`src/spi_mode_pkg.sv`:
```
package spi_mode_pkg;

    // Bus mode encoded as {cpol, cpha}
    typedef enum logic [1:0] {
        MODE0 = 2'b00,
        MODE1 = 2'b01,
        MODE2 = 2'b10,
        MODE3 = 2'b11
    } spi_mode_t;

    // Bits per transfer
    localparam int DEFAULT_DATA_WIDTH = 8;

    // clk cycles per sclk half-period
    localparam int DEFAULT_CLK_DIV = 4;

endpackage

```
`src/spi_fsm_pkg.sv`:
```
package spi_fsm_pkg;

    // Sequencer states
    typedef enum logic [2:0] {
        IDLE,
        LOAD,
        TRANSFER,
        FINISH
    } spi_state_t;

endpackage

```
`src/spi_fsm.sv`:
```
`timescale 1ns/1ns

module spi_fsm (
    input  logic clk,
    input  logic rst_n,
    input  logic start,
    input  logic cpol,
    input  logic cpha,
    input  logic count_done,

    output logic busy,
    output logic load_en,
    output logic start_count,
    output logic start_clk,
    output logic shift_en_posedge,
    output logic shift_en_negedge,
    output logic sample_en_posedge,
    output logic sample_en_negedge,
    output logic done
);

    import spi_fsm_pkg::*;
    import spi_mode_pkg::*;

    spi_state_t state;
    spi_state_t state_nxt;
    spi_mode_t  mode;

    assign mode = spi_mode_t'({cpol, cpha});

    always_ff @(posedge clk or negedge rst_n) begin
        if (!rst_n) begin
            state <= IDLE;
        end else begin
            state <= state_nxt;
        end
    end

    always_comb begin
        state_nxt = state;
        case (state)
            IDLE: begin
                if (start) begin
                    state_nxt = LOAD;
                end
            end
            LOAD: begin
                state_nxt = TRANSFER;
            end
            TRANSFER: begin
                if (count_done) begin
                    state_nxt = FINISH;
                end
            end
            FINISH: begin
                state_nxt = IDLE;
            end
            default: begin
                state_nxt = IDLE;
            end
        endcase
    end

    always_comb begin
        busy              = 1'b0;
        load_en           = 1'b0;
        start_count       = 1'b0;
        start_clk         = 1'b0;
        shift_en_posedge  = 1'b0;
        shift_en_negedge  = 1'b0;
        sample_en_posedge = 1'b0;
        sample_en_negedge = 1'b0;
        done              = 1'b0;

        case (state)
            LOAD: begin
                busy    = 1'b1;
                load_en = 1'b1; // Word goes into shift register
            end
            TRANSFER: begin
                busy        = 1'b1;
                start_count = 1'b1;
                start_clk   = 1'b1;
                case (mode)
                    MODE0, MODE3: begin
                        shift_en_negedge  = 1'b1; // Data changes on fall
                        sample_en_posedge = 1'b1;
                    end
                    default: begin
                        shift_en_posedge  = 1'b1; // Modes 1 and 2
                        sample_en_negedge = 1'b1;
                    end
                endcase
            end
            FINISH: begin
                busy = 1'b1;
                done = 1'b1;
            end
            default: ;
        endcase
    end

endmodule

```
`src/spi_clk_gen.sv`:
```
`timescale 1ns/1ns

module spi_clk_gen #(
    parameter int CLK_DIV = spi_mode_pkg::DEFAULT_CLK_DIV
) (
    input  logic clk,
    input  logic rst_n,
    input  logic start_clk,
    input  logic cpol,

    output logic sclk,
    output logic sclk_rise,
    output logic sclk_fall
);

    localparam int CW = (CLK_DIV > 1) ? $clog2(CLK_DIV) : 1;

    logic [CW-1:0] div_cnt;
    logic          phase;  // Set while sclk is away from idle level
    logic          toggle;
    logic          sclk_nxt;

    assign toggle   = start_clk && (div_cnt == CW'(CLK_DIV - 1));
    assign sclk_nxt = ~phase ^ cpol;

    // Held at cpol whenever phase is clear
    assign sclk = phase ^ cpol;

    always_ff @(posedge clk or negedge rst_n) begin
        if (!rst_n) begin
            div_cnt   <= '0;
            phase     <= 1'b0;
            sclk_rise <= 1'b0;
            sclk_fall <= 1'b0;
        end else if (!start_clk) begin
            div_cnt   <= '0;
            phase     <= 1'b0;
            sclk_rise <= 1'b0;
            sclk_fall <= 1'b0;
        end else begin
            sclk_rise <= toggle && sclk_nxt;  // Same cycle as new sclk level
            sclk_fall <= toggle && !sclk_nxt;
            if (toggle) begin
                div_cnt <= '0;
                phase   <= ~phase;
            end else begin
                div_cnt <= div_cnt + 1'b1;
            end
        end
    end

endmodule

```
`src/spi_edge_counter.sv`:
```
`timescale 1ns/1ns

module spi_edge_counter #(
    parameter int DATA_WIDTH = spi_mode_pkg::DEFAULT_DATA_WIDTH
) (
    input  logic clk,
    input  logic rst_n,
    input  logic start_count,
    input  logic sclk_rise,
    input  logic sclk_fall,

    output logic count_done
);

    localparam int EDGES = 2 * DATA_WIDTH;
    localparam int CW    = $clog2(EDGES + 1);

    logic [CW-1:0] edge_cnt;

    always_ff @(posedge clk or negedge rst_n) begin
        if (!rst_n) begin
            edge_cnt <= '0;
        end else if (!start_count) begin
            edge_cnt <= '0;
        end else if ((sclk_rise || sclk_fall) && !count_done) begin
            edge_cnt <= edge_cnt + 1'b1;
        end
    end

    // Stays high until the sequencer drops start_count
    assign count_done = (edge_cnt == CW'(EDGES));

endmodule

```
`src/spi_shift_reg.sv`:
```
`timescale 1ns/1ns

module spi_shift_reg #(
    parameter int DATA_WIDTH = spi_mode_pkg::DEFAULT_DATA_WIDTH
) (
    input  logic                  clk,
    input  logic                  rst_n,
    input  logic                  load_en,
    input  logic                  done,
    input  logic [DATA_WIDTH-1:0] tx_data,
    input  logic                  shift_en_posedge,
    input  logic                  shift_en_negedge,
    input  logic                  sample_en_posedge,
    input  logic                  sample_en_negedge,
    input  logic                  sclk_rise,
    input  logic                  sclk_fall,
    input  logic                  cpha,
    input  logic                  miso,

    output logic                  mosi,
    output logic [DATA_WIDTH-1:0] rx_data
);

    logic [DATA_WIDTH-1:0] shift_q;
    logic [DATA_WIDTH-1:0] rx_hold;
    logic [DATA_WIDTH-1:0] rx_word;
    logic                  sample_q;
    logic                  first_edge;
    logic                  shift_fire;
    logic                  sample_fire;

    assign shift_fire  = (shift_en_posedge && sclk_rise) || (shift_en_negedge && sclk_fall);
    assign sample_fire = (sample_en_posedge && sclk_rise) || (sample_en_negedge && sclk_fall);

    always_ff @(posedge clk or negedge rst_n) begin
        if (!rst_n) begin
            shift_q    <= '0;
            first_edge <= 1'b0;
        end else if (load_en) begin
            shift_q    <= tx_data;
            first_edge <= 1'b1;
        end else if (shift_fire) begin
            first_edge <= 1'b0;
            if (!(cpha && first_edge)) begin  // Leading edge keeps the MSB
                shift_q <= {shift_q[DATA_WIDTH-2:0], sample_q};
            end
        end
    end

    always_ff @(posedge clk) begin
        if (sample_fire) begin
            sample_q <= miso;
        end
    end

    // With cpha set the last sample has no shift after it
    assign rx_word = cpha ? {shift_q[DATA_WIDTH-2:0], sample_q} : shift_q;

    always_ff @(posedge clk or negedge rst_n) begin
        if (!rst_n) begin
            rx_hold <= '0;
        end else if (done) begin
            rx_hold <= rx_word;
        end
    end

    assign rx_data = done ? rx_word : rx_hold;  // Valid during the done pulse
    assign mosi    = shift_q[DATA_WIDTH-1];

endmodule

```
`src/spi_master.sv`:
```
`timescale 1ns/1ns

module spi_master #(
    parameter int DATA_WIDTH = spi_mode_pkg::DEFAULT_DATA_WIDTH,
    parameter int CLK_DIV    = spi_mode_pkg::DEFAULT_CLK_DIV  // Keep at 3 or more
) (
    input  logic                  clk,
    input  logic                  rst_n,
    input  logic                  start,
    input  logic [DATA_WIDTH-1:0] tx_data,
    input  logic                  cpol,
    input  logic                  cpha,
    input  logic                  miso,

    output logic                  sclk,
    output logic                  mosi,
    output logic                  cs_n,
    output logic                  busy,
    output logic [DATA_WIDTH-1:0] rx_data,
    output logic                  rx_valid
);

    logic load_en;
    logic start_count;
    logic start_clk;
    logic count_done;
    logic done;
    logic sclk_rise;
    logic sclk_fall;
    logic shift_en_posedge;
    logic shift_en_negedge;
    logic sample_en_posedge;
    logic sample_en_negedge;

    spi_fsm u_fsm (
        .clk, .rst_n, .start, .cpol, .cpha, .count_done,
        .busy, .load_en, .start_count, .start_clk,
        .shift_en_posedge, .shift_en_negedge,
        .sample_en_posedge, .sample_en_negedge, .done
    );

    spi_clk_gen #(.CLK_DIV(CLK_DIV)) u_clk_gen (
        .clk, .rst_n, .start_clk, .cpol,
        .sclk, .sclk_rise, .sclk_fall
    );

    spi_edge_counter #(.DATA_WIDTH(DATA_WIDTH)) u_edge_counter (
        .clk, .rst_n, .start_count, .sclk_rise, .sclk_fall, .count_done
    );

    spi_shift_reg #(.DATA_WIDTH(DATA_WIDTH)) u_shift_reg (
        .clk, .rst_n, .load_en, .done, .tx_data,
        .shift_en_posedge, .shift_en_negedge,
        .sample_en_posedge, .sample_en_negedge,
        .sclk_rise, .sclk_fall, .cpha, .miso,
        .mosi, .rx_data
    );

    assign cs_n     = ~busy;  // Single slave select
    assign rx_valid = done;

endmodule

```
`config.mk`:
```
export PLATFORM = sky130hd
export DESIGN_NAME = spi_master
export DESIGN_NICKNAME = d
export VERILOG_FILES = /design/src/spi_mode_pkg.sv /design/src/spi_fsm_pkg.sv /design/src/spi_fsm.sv /design/src/spi_clk_gen.sv /design/src/spi_edge_counter.sv /design/src/spi_shift_reg.sv /design/src/spi_master.sv
export SDC_FILE = /design/constraint.sdc
export NUM_CORES = 1
export LEC_CHECK = 0
export ABC_CLOCK_PERIOD_IN_PS = 1600
export BUFFER_PORTS_ARGS = -buffer_cell sky130_fd_sc_hd__buf_2
export CAP_MARGIN = 0
export CORE_AREA = 8 8 66 68
export CTS_CLUSTER_DIAMETER = 40
export DETAILED_ROUTE_END_ITERATION = 10
export DIE_AREA = 0 0 74 76
export PLACE_DENSITY_LB_ADDON = 0.3
export SETUP_SLACK_MARGIN = 0.5
export SLEW_MARGIN = 20
export SYNTH_ARGS = -nofsm -noshare
export SYNTH_HDL_FRONTEND = slang
export SYNTH_HIERARCHICAL = 1
export SYNTH_SLANG_ARGS = --single-unit
```
`constraint.sdc`:
```
create_clock -name clk -period 1.6 [get_ports clk]
set_clock_uncertainty 0.05 [all_clocks]
set_input_delay 0.32 -clock clk [delete_from_list [all_inputs] [get_ports clk]]
set_output_delay 0.32 -clock clk [all_outputs]
set_load 0.05 [all_outputs]
```
=== After elaboration in Yosys (flattened, before gate mapping) ===
Cells that the tools add are included.

* Eq/ne operators: 11
* Add/subtract/negate cells: 2
* Bitwise operators: 4
* Multiplexer cells: 26
* Reduce and logical (&&, ||, !) cells: 21

{| class="wikitable"
|+ Operator list
! kind !! count
|-
| $mux 8 || 5
|-
| $mux 1 || 14
|-
| $mux 5 || 2
|-
| $logic_and 1x1->1 || 9
|-
| $pmux 3 s3 || 1
|-
| $eq 3x2->1 const B || 2
|-
| $mux 3 || 2
|-
| $ne 2x2->1 const B || 3
|-
| $add 5x1->5 const B || 1
|-
| $eq 5x5->1 const B || 1
|-
| $eq 2x2->1 const B || 2
|-
| $mux 2 || 2
|-
| $ne 2x1->1 const B || 2
|-
| $reduce_and 2->1 || 2
|-
| $eq 3x1->1 const B || 1
|-
| $logic_not 3->1 || 1
|-
| $logic_or 1x1->1 || 3
|-
| $reduce_or 3->1 || 1
|-
| $add 2x1->2 const B || 1
|-
| $logic_not 1->1 || 2
|-
| $logic_not 2->1 || 1
|-
| $not 1->1 || 2
|-
| $reduce_bool 2->1 || 1
|-
| $reduce_or 2->1 || 1
|-
| $xor 1x1->1 || 2
|}

* Output and inout port bits: 13
* Register bits after elaboration: 31
* Input bits: 14
* Logic and storage cells: 74

=== Logic depth before layout (Yosys ltp) ===
Gate-level depths: netlist (run 1).

* Depth after elaboration: 8
* Mapped depth: 8

=== By module ===
Netlist (run 1), hierarchy kept.

{| class="wikitable"
|+ By module, submodules not included
! module !! times used !! area an instance (µm²) !! cells an instance
|-
| spi_shift_reg || 1 || 890.9 || 85
|-
| spi_edge_counter || 1 || 285.3 || 29
|-
| spi_fsm || 1 || 245.2 || 26
|-
| spi_clk_gen || 1 || 198.9 || 14
|-
| spi_master || 1 || 3.8 || 1
|}

=== Least setup slack after synthesis (run 1) ===
No wires, ideal clock.

* Path kind: register -> output
* From: register u_fsm.state[1]
* To: output port rx_data[3]
* Arrival: 2174 ps
* Path slack: -944 ps
* Data required time: 1230 ps
* Cell stages (with the launch flop): 6
* Cells stage by stage: dfrtp_1 ha_1 clkbuf_2 buf_2 nor2_1 a21oi_1

* Longest elaborated chain between the ends: 3

{| class="wikitable"
|+ RTL lines
! element !! RTL line !! text
|-
| start: declaration || spi_fsm.sv:25 || <nowiki>spi_state_t state;</nowiki>
|-
| start signal: assignment || spi_fsm.sv:35 || <nowiki>state <= state_nxt;</nowiki>
|-
| $eq 3x2->1 || spi_fsm.sv:75 || <nowiki>case (state)</nowiki>
|-
| $mux 1 || spi_fsm.sv:75 ||
|-
| net rx_valid || spi_master.sv:20 || <nowiki>output logic rx_valid</nowiki>
|-
| $mux 8 || spi_shift_reg.sv:67 || <nowiki>assign rx_data = done ? rx_word : rx_hold;</nowiki>
|-
| end: declaration || spi_master.sv:19 || <nowiki>output logic [DATA_WIDTH-1:0] rx_data,</nowiki>
|}

The timed path passes the listed nets, and every way through them passes these cells.

=== Worst setup path after layout (run 1) ===
* From: register u_fsm.state[1]
* To: output port rx_data[6]

* Longest elaborated chain between the ends: 3

{| class="wikitable"
|+ RTL lines
! element !! RTL line
|-
| $eq 3x2->1 || spi_fsm.sv:75
|-
| $mux 1 || spi_fsm.sv:75
|-
| $mux 8 || spi_shift_reg.sv:67
|}

Every way passes these cells.

==> metrics.yaml, run 1 <==
cts-buffers-inserted: 5
setup_viol: 26
finalHoldViolCount: 29
clk_pin_slew_ns: 0.11
reg2reg_depth: 8
grt_overflow_total: 0
synth_cell_types: 37
hp-class: "in2async"
grt_max_degree: 30
synth_nets: 179
worstSkewPairLatency_ns: 0.34
wl_per_cell_um: 20.3
antenna_cells: 0
path_class: "reg2out"
syn-instance-count: 155
vias: 1526
drt-total-wl_um: 5700
drtIter0Drc: 102
portBuffers: 26
grt_antenna_before_repair: 0
area_growth_syn_to_layout_pct: 78.1
grt_util_all_layers: 0.187
layout_common_cells: "43 x buf_6, 27 x dfrtp_1, 14 x buf_4"
min_period_ns: 1.96
leakage_nw: 1.25
violations: "hold timing, setup timing"
slew_viol_final: 0
antenna_left: 0
path_max_fanout: 7
die_area_sq_mm: 0.00562
grt_pass1_vias: 1594
fin_nets: 256
power_density_mw_per_mm2: 2210
max_freq_mhz: 511
layout-drive-gt1-share: 0.639
cp.arrival_ns: 1.59
clock_path_buffers: 2
pre_cts_slack_ns: -0.201
finalCritPeriodShare: 1.22
htree_num_levels: 2
grt_setup_unrepaired: "yes"
startpoint_type: "flop"
drc: 0
cts_root_buffer: "clkbuf_4"
netlist_area_sq_mm: 0.00162
grt_pass1_wl_um: 8070
postSynthAreaPerCell_sq_um: 10.5
max-slew-margin-rel: 0.556
layout_commonest_cell: "buf_6"
synth_seq_area_share: 0.465
synth_edf_count: 1
cts_tree: "built"
hpwl_um: 2780
via_per_inst: 5.43
status: "finished with violations"
clock_sinks: 30
fin_ws_ns: -0.359
synth-seq-cells: 30
maxCapViolations: 0
rows: 22
worst_pin_slew_ns: 0.666
crit_path_end_kind: "output pin"
whs_ns: -0.0595
r2r_end: "u_fsm/state[0]"
ys.warnings.count: 6
synth_flop_cell: "dfrtp_1"
regToRegStartpoint: "u_fsm/state[0]"
core_sq_mm: 0.00344
die_y_um: 76
start_util: 0.472
gp_congestion: 0.829
io_pins: 27
setup_tns_ns: -5.52
ir_drop_v: 0.00112
critPathRequiredTime_ns: 1.23
dieWidth_um: 74
async_flop_share: 0.967
drtPass1Iterations: 4
r2r_slack_ns: -0.20
==> logic make-up (layout without fill, tap and decap cells) <==
| logic type | count (synthesis) | after routing | synth area share |
|---|---|---|---|
| adder cells (fa/ha/maj) | 10 | 10 | 0.0770 |
| flip-flops | 30 | 30 | 0.465 |
| multiplexers | 11 | 11 | 0.0686 |
| XOR/XNOR | 4 | 4 | 0.0262 |
| AO/OA/AOI/OAI | 42 | 43 | 0.160 |
| AND/OR/NAND/NOR | 43 | 43 | 0.147 |
| buffers and inverters | 15 | 92 | 0.0555 |
==> worst max-delay path by stage <==
stage / endpoint / cells past startpoint / slack, ns / startpoint
final: rx_data[6] / 5 / -0.36 / u_fsm/state[1]
after global routing: rx_data[5] / 5 / -0.40 / u_fsm/state[1]
after CTS: rx_data[0] / 5 / -0.35 / u_fsm/state[1]
after detailed placement: u_shift_reg/shift_q[1] / 7 / -0.20 / u_fsm/state[0]
after global placement: u_shift_reg/shift_q[0] / 7 / -0.06 / u_fsm/state[0]
after floorplan: rx_data[3] / 5 / -0.12 / u_fsm/state[0]
==> sequential cells by signal, indices dropped and copies added, names as in the netlist <==
signal / count
u_clk_gen/div_cnt: 2
u_clk_gen/phase: 1
u_clk_gen/sclk_fall: 1
u_clk_gen/sclk_rise: 1
u_edge_counter/edge_cnt: 5
u_fsm/state: 2
u_shift_reg/first_edge: 1
u_shift_reg/rx_hold: 8
u_shift_reg/sample_q: 1
u_shift_reg/shift_q: 8
==> repair_timing <==
item | in CTS | in global routing
gates cloned | 2 | 0
pin swaps | 26 | 24
buffers inserted | 28 | 9
gates resized for setup | 84 | 42
endpoints found under the hold margin | 29 | 16
endpoints found under the setup margin | 41 | 42
==> layout make-up <==
cell class                      count  area, sq um
Clock buffer                        5         37.5
Clock inverter                      3         40.0
Fill cell                         158          548
Inverter                            7         36.3
Multi-Input combinational cell    111         1190
Sequential cell                    30          758
Tap cell                           48         60.1
Timing Repair Buffer               77          774
==> cell usage after synthesis, types with 2 or more instances <==
library cell	n	share of area
or3_1	2	0.0077
nand2_1	8	0.018
xor2_1	2	0.011
buf_2	2	0.0062
a31oi_1	8	0.031
o21ai_1	9	0.028
nor2_1	14	0.032
buf_4	3	0.014
nor2b_1	10	0.039
dfrtp_1	29	0.45
inv_1	7	0.016
and2_1	3	0.012
a21oi_1	16	0.049
ha_1	10	0.077
mux2i_1	10	0.062
==> stage by stage <==
stage	utilization	power (mW)	area, sq um	instances
floorplan	-	3.16	1800	155
finish	0.841	6.39	2890	281
global placement	0.584	3.57	2010	234
CTS	0.765	5.62	2630	272
detailed placement	0.584	3.67	2010	234
global route	0.841	6.64	2890	281
==> critical path: stages (launching register included) <==
cell	delay, ns
dfrtp_2	0.46
ha_4	0.19
buf_8	0.14
buf_6	0.12
a21oi_4	0.16
buf_6	0.18
==> metal layers <==
| layer | track usage | vias to the layer above | routed length [um] | share of wire |
|---|---|---|---|---|
| met5 | 0 | - | 0 | 0 |
| met2 | 0.322 | 56 | 3020 | 0.53 |
| met3 | 0.0395 | 23 | 276 | 0.048 |
| li1 | - | 697 | - | - |
| met1 | 0.204 | 750 | 2170 | 0.38 |
| met4 | 0.100 | 0 | 240 | 0.042 |
==> where the power goes <==
| part | total (mW) | internal [mW] | switching, mW | leakage [nW] |
|---|---|---|---|---|
| clock network | 0.612 | 0.323 | 0.289 | 0.0450 |
| registers | 1.31 | 1.03 | 0.283 | 0.351 |
| logic | 4.46 | 2.21 | 2.26 | 0.858 |
| total | 6.39 | 3.56 | 2.83 | 1.25 |
(Power assumes the default switching activity.)
==> run 2, diff against run 1 <==
--- a/config.mk
+++ b/config.mk
@@ -13,7 +13,7 @@
 export DETAILED_ROUTE_END_ITERATION = 10
 export DIE_AREA = 0 0 74 76
 export PLACE_DENSITY_LB_ADDON = 0.3
-export SETUP_SLACK_MARGIN = 0.5
+export SETUP_SLACK_MARGIN = 0.2
 export SLEW_MARGIN = 20
 export SYNTH_ARGS = -nofsm -noshare
 export SYNTH_HDL_FRONTEND = slang
==> metrics.yaml, run 2 (same netlist as run 1, synthesis figures left out) <==
io_pins: 27  # unchanged
layout_commonest_cell: "dfrtp_1"  # was buf_6
cts-buffers-inserted: 5  # unchanged
rows: 22  # unchanged
min_from: "miso"
fin_ws_ns: -0.281  # was -0.359 ns
grt_setup_unrepaired: "yes"  # unchanged
internal_power_mw: 2.73  # was 3.56 mW
clock_sinks: 30  # unchanged
portBuffers: 26  # unchanged
pre_cts_slack_ns: -0.149  # was -0.201 ns
critPathRequiredTime_ns: 1.23  # about the same
fillCellCount: 232  # was 158
layout_common_cells: "28 x dfrtp_1, 23 x buf_4, 14 x buf_2, 14 x buf_6"  # was 43 x buf_6, 27 x dfrtp_1, 14 x buf_4
hp-class: "in2reg"  # was in2async
die_area_sq_mm: 0.00562  # unchanged
path_class: "reg2out"  # unchanged
crit_chain: "ha_4 > buf_12 > nor2_4 > a21oi_4 > buf_6"  # was ha_4 > buf_8 > buf_6 > a21oi_4 > buf_6
finalCritPeriodShare: 1.18  # was 1.22
via_per_inst: 5.16  # was 5.43
fin_nets: 237  # was 256
hpwl_um: 2600  # was 2780 um
drc: 0  # unchanged
fin_total_pwr_mw: 5.10  # was 6.39 mW
r2r_slack_ns: -0.18  # was -0.20 ns
grt_antenna_before_repair: 0  # unchanged
crit_family: "flip-flops"  # unchanged
drtIter0Drc: 137  # was 102
startpoint_type: "flop"  # unchanged
dieWidth_um: 74  # unchanged
power_density_mw_per_mm2: 2050  # was 2210 mW/mm^2
leakage_nw: 1.08  # was 1.25 nW
cp.arrival_ns: 1.51  # was 1.59 ns
die_y_um: 76  # unchanged
slowest_stage: "dfrtp_1"  # was dfrtp_2
grt_max_degree: 30  # unchanged
gp_congestion: 0.794  # was 0.829
final_core_util: 0.723  # was 0.841
setup_viol: 22  # was 26
crit_buf_inv: 2  # was 3
cts_tree: "built"  # unchanged
worstSkewPairLatency_ns: 0.35  # was 0.34 ns
core_sq_mm: 0.00344  # unchanged
layout-drive-gt1-share: 0.514  # was 0.639
wl_per_cell_um: 16.1  # was 20.3 um
violations: "setup timing"  # was hold timing, setup timing
sequentialPowerShare: 0.251  # was 0.205
grt_pass1_vias: 1454  # was 1594
status: "finished with violations"  # unchanged
dp_cells: 231  # was 234
final_cells: 262  # was 281
start_util: 0.472  # unchanged
vias: 1353  # was 1526
grt_pass1_wl_um: 6710  # was 8070 um
clkPwrFrac: 0.096  # about the same
switchingPower_mw: 2.37  # was 2.83 mW
max_freq_mhz: 531  # was 511 MHz
clock_path_buffers: 2  # unchanged
grt_util_all_layers: 0.157  # was 0.187
htree_num_levels: 2  # unchanged
area_growth_syn_to_layout_pct: 53.2  # was 78.1%
drtPass1Iterations: 6  # was 4
crit_path_end_kind: "output pin"  # unchanged
antenna_cells: 0  # unchanged
worst_pin_slew_ns: 0.648  # was 0.666 ns
regToRegStartpoint: "u_fsm/state[0]"  # unchanged
largestRegisters: "u_shift_reg/rx_hold x8, u_shift_reg/shift_q x8, u_edge_counter/edge_cnt x5"  # unchanged
finalHoldViolCount: 0  # was 29
crit_start: "u_fsm/state[0]"  # was u_fsm/state[1]
combPwrFrac: 0.653  # was 0.699
cts_root_buffer: "clkbuf_4"  # unchanged
ir_drop_v: 0.00113  # was 0.00112 V
max-slew-margin-rel: 0.568  # was 0.556
slew_viol_final: 0  # unchanged
drt-total-wl_um: 4230  # was 5700 um
maxCapViolations: 0  # unchanged
switching_share: 0.464  # was 0.443
slowest_delay_ns: 0.41  # was 0.46 ns
grt_overflow_total: 0  # unchanged
min_period_ns: 1.88  # was 1.96 ns
clk_pin_slew_ns: 0.09  # was 0.11 ns
path_max_fanout: 8  # was 7
antenna_left: 0  # unchanged
## run 2: changes by cell type in the layout (fill, tap and decap cells not counted), sizes merged
cell,previous run,this run
clkinv,2,1
clkbuf,5,8
bufinv,1,0
buf,77,56
dlygate4sd3,0,1
## run 2: final timing paths
kind	endpoint	cells after the start
min in group asynchronous	u_shift_reg/rx_hold[6]	2
min reg2reg	u_clk_gen/div_cnt[0]	1
max in group asynchronous	u_fsm/state[1]	2
max	rx_data[5]	5
min	u_shift_reg/sample_q	1
max reg2reg	u_fsm/state[0]	7
## run 2: timing repair
action,4_1_cts,5_1_grt
resized for setup,56,19
endpoints found under the setup margin,27,32
hold endpoints to repair,29,0
hold buffers,1,0
cloned,1,1
pin swaps,10,17
buffers inserted,13,7
## run 2: per-stage QoR
step           setup TNS, ns  hold WS, ns  area, sq um
2_1_floorplan          -1.74      -0.0256         1770
3_3_place_gp          -0.686        0.327         1960
3_5_place_dp           -1.45        0.332         1960
4_1_cts                -4.25       0.0989         2350
5_1_grt                -5.66       0.0878         2490
6_report               -3.90        0.106         2490
## run 2: routing by layer
layer / global-route usage / up-vias / wire length [um]
li1: - / 661 / -
met1: 0.167 / 653 / 1690
met2: 0.260 / 30 / 2250
met3: 0.0474 / 9 / 190
met4: 0.0920 / 0 / 97
met5: 0 / - / 0
## run 2: area by class of cell
| cell class | count | area, sq um | share of cell area |
|---|---|---|---|
| sequential | 30 | 757 | 0.304 |
| inverter | 7 | 41.3 | 0.0166 |
| multi-input combinational | 111 | 1060 | 0.425 |
| tap | 48 | 60.1 | 0.0241 |
| clock buffer | 7 | 55.1 | 0.0221 |
| clock inverter | 1 | 5.00 | 0.00201 |
| timing repair buffer | 58 | 513 | 0.206 |
## run 2: power by group through the flow
stage	clock network [mW]	logic [mW]	registers, mW
finish	0.488	3.33	1.28
global route	0.532	3.52	1.31
CTS	0.504	3.06	1.25
detailed placement	0	2.34	1.26
global placement	0	2.27	1.24
floorplan	0	1.91	1.24
==> run 3, diff against run 2 <==
--- a/config.mk
+++ b/config.mk
@@ -8,10 +8,10 @@
 export ABC_CLOCK_PERIOD_IN_PS = 1600
 export BUFFER_PORTS_ARGS = -buffer_cell sky130_fd_sc_hd__buf_2
 export CAP_MARGIN = 0
-export CORE_AREA = 8 8 66 68
+export CORE_AREA = 8 8 70 72
 export CTS_CLUSTER_DIAMETER = 40
 export DETAILED_ROUTE_END_ITERATION = 10
-export DIE_AREA = 0 0 74 76
+export DIE_AREA = 0 0 78 80
 export PLACE_DENSITY_LB_ADDON = 0.3
 export SETUP_SLACK_MARGIN = 0.2
 export SLEW_MARGIN = 20
==> metrics.yaml, run 3 (same netlist as run 1, synthesis figures left out) <==
switching_share: 0.450  # was 0.464
clock_path_buffers: 2  # unchanged
largestRegisters: "u_shift_reg/rx_hold x8, u_shift_reg/shift_q x8, u_edge_counter/edge_cnt x5"  # unchanged
dpl_cell_area_sq_mm: 0.00196  # about the same
fillCellCount: 292  # was 232
layout_commonest_cell: "dfrtp_1"  # unchanged
crit_path_end_kind: "output pin"  # unchanged
ir_drop_v: 0.00134  # was 0.00113 V
layout_common_cells: "28 x dfrtp_1, 20 x buf_6, 14 x buf_2"  # was 28 x dfrtp_1, 23 x buf_4, 14 x buf_2, 14 x buf_6
dieWidth_um: 78  # was 74 um
drc: 0  # unchanged
leakage_nw: 1.05  # was 1.08 nW
max_freq_mhz: 547  # was 531 MHz
hp-class: "in2async"  # was in2reg
gp_congestion: 0.818  # was 0.794
clkPwrFrac: 0.119  # was 0.096
path_max_fanout: 13  # was 8
cts_tree: "built"  # unchanged
internal_power_mw: 2.82  # was 2.73 mW
grt_util_all_layers: 0.129  # was 0.157
dr.max_layer_used: "met4"  # unchanged
cts-buffers-inserted: 5  # unchanged
clock_sinks: 30  # unchanged
combPwrFrac: 0.640  # was 0.653
grt_pass1_vias: 1362  # was 1454
grt_antenna_before_repair: 0  # unchanged
reg2reg_depth: 7  # unchanged
drtPass1Iterations: 4  # was 6
power_density_mw_per_mm2: 2110  # was 2050 mW/mm^2
fin_total_pwr_mw: 5.12  # was 5.10 mW
worstSkewPairLatency_ns: 0.28  # was 0.35 ns
antenna_cells: 0  # unchanged
path_class: "reg2out"  # unchanged
cts_root_buffer: "clkbuf_8"  # was clkbuf_4
r2r_end: "u_shift_reg/shift_q[4]"  # was u_fsm/state[0]
wl_per_cell_um: 15.0  # was 16.1 um
min_period_ns: 1.83  # was 1.88 ns
core_sq_mm: 0.00386  # was 0.00344 sq mm
rows: 23  # was 22
portBuffers: 26  # unchanged
drt-total-wl_um: 3840  # was 4230 um
start_util: 0.421  # was 0.472
max-slew-margin-rel: 0.578  # was 0.568
grt_pass1_wl_um: 6390  # was 6710 um
status: "finished with violations"  # unchanged
r2r_slack_ns: -0.10  # was -0.18 ns
worst_pin_slew_ns: 0.633  # was 0.648 ns
via_per_inst: 5.12  # was 5.16
die_y_um: 80  # was 76 um
wl_met1_um: 1690  # about the same
clk_pin_slew_ns: 0.06  # was 0.09 ns
sequentialPowerShare: 0.241  # was 0.251
violations: "hold timing, setup timing"  # was setup timing
vias: 1305  # was 1353
grt_max_degree: 30  # unchanged
hpwl_um: 2560  # was 2600 um
wl_met2_um: 1910  # was 2250 um
switchingPower_mw: 2.30  # was 2.37 mW
area_growth_syn_to_layout_pct: 49.6  # was 53.2%
layout-drive-gt1-share: 0.498  # was 0.514
htree_num_levels: 2  # unchanged
io_pins: 27  # unchanged
regToRegStartpoint: "u_fsm/state[1]"  # was u_fsm/state[0]
whs_ns: -0.00117  # was 0.106 ns
maxCapViolations: 0  # unchanged
setup_viol: 21  # was 22
cp.arrival_ns: 1.46  # was 1.51 ns
grt_overflow_total: 0  # unchanged
fin_ws_ns: -0.228  # was -0.281 ns
finalHoldViolCount: 1  # was 0
grt_setup_unrepaired: "yes"  # unchanged
critPathRequiredTime_ns: 1.23  # about the same
die_area_sq_mm: 0.00624  # was 0.00562 sq mm
finalCritPeriodShare: 1.14  # was 1.18
startpoint_type: "flop"  # unchanged
antenna_left: 0  # unchanged
drtIter0Drc: 32  # was 137
route.met3.wl_um: 173  # was 190 um
slew_viol_final: 0  # unchanged
fin_nets: 229  # was 237
final_area_sq_mm: 0.00243  # was 0.00249 sq mm
[run 3: area by class of cell]
cell class                 count  area (sq um)  area share
multi-input combinational    111          1040       0.429
sequential                    30           757       0.312
timing repair buffer          50           435       0.179
clock buffer                   7          86.3      0.0355
tap                           50          62.6      0.0257
inverter                       7          46.3      0.0191
[run 3: repair_timing]
action / CTS / global route
hold buffers: 0 / 0
pin swaps: 27 / 9
gates cloned: 1 / 0
buffers inserted: 13 / 2
gates resized for setup: 52 / 22
endpoints found under the setup margin: 25 / 30
[run 3: stage by stage]
stage	util	setup TNS (ns)	hold WS [ns]	worst slack, ns	instances
final	0.630	-2.83	-0.00117	-0.228	255
after global routing	0.630	-4.03	0.0700	-0.267	255
after CTS	0.604	-2.63	0.0311	-0.219	253
after detailed placement	0.508	-1.63	0.337	-0.163	232
after global placement	0.508	-1.16	0.332	-0.111	232
after floorplan	-	-1.74	-0.0256	-0.120	155
[run 3: power by group through the flow]
| stage | Clock, mW | Sequential [mW] | Combinational [mW] |
|---|---|---|---|
| 6_report | 0.609 | 1.23 | 3.28 |
| 5_1_grt | 0.664 | 1.26 | 3.47 |
| 4_1_cts | 0.618 | 1.22 | 3.11 |
| 3_5_place_dp | 0 | 1.25 | 2.35 |
| 3_3_place_gp | 0 | 1.23 | 2.31 |
| 2_1_floorplan | 0 | 1.24 | 1.91 |
[run 3: worst max-delay path, stage by stage (launching register included)]
cell and delay [ns]:
dfrtp_2 0.44, ha_4 0.25, buf_4 0.18, a21oi_4 0.13, buf_6 0.17
[run 3: how the worst max path moves through the flow]
| stage | depth (start not counted) | slack (ns) | to | start |
|---|---|---|---|---|
| after floorplan | 5 | -0.12 | rx_data[3] | u_fsm/state[0] |
| after CTS | 4 | -0.22 | rx_data[6] | u_fsm/state[1] |
| after global routing | 4 | -0.27 | rx_data[1] | u_fsm/state[0] |
| after detailed placement | 6 | -0.16 | u_shift_reg/shift_q[1] | u_fsm/state[0] |
| final | 4 | -0.23 | rx_data[4] | u_fsm/state[1] |
| after global placement | 6 | -0.11 | u_shift_reg/shift_q[4] | cpha |
[run 3: layer usage]
layer | up-vias | global-route usage
met2 | 30 | 0.216
met4 | 0 | 0.0500
met1 | 632 | 0.151
met3 | 6 | 0.0428
li1 | 637 | -
met5 | - | 0
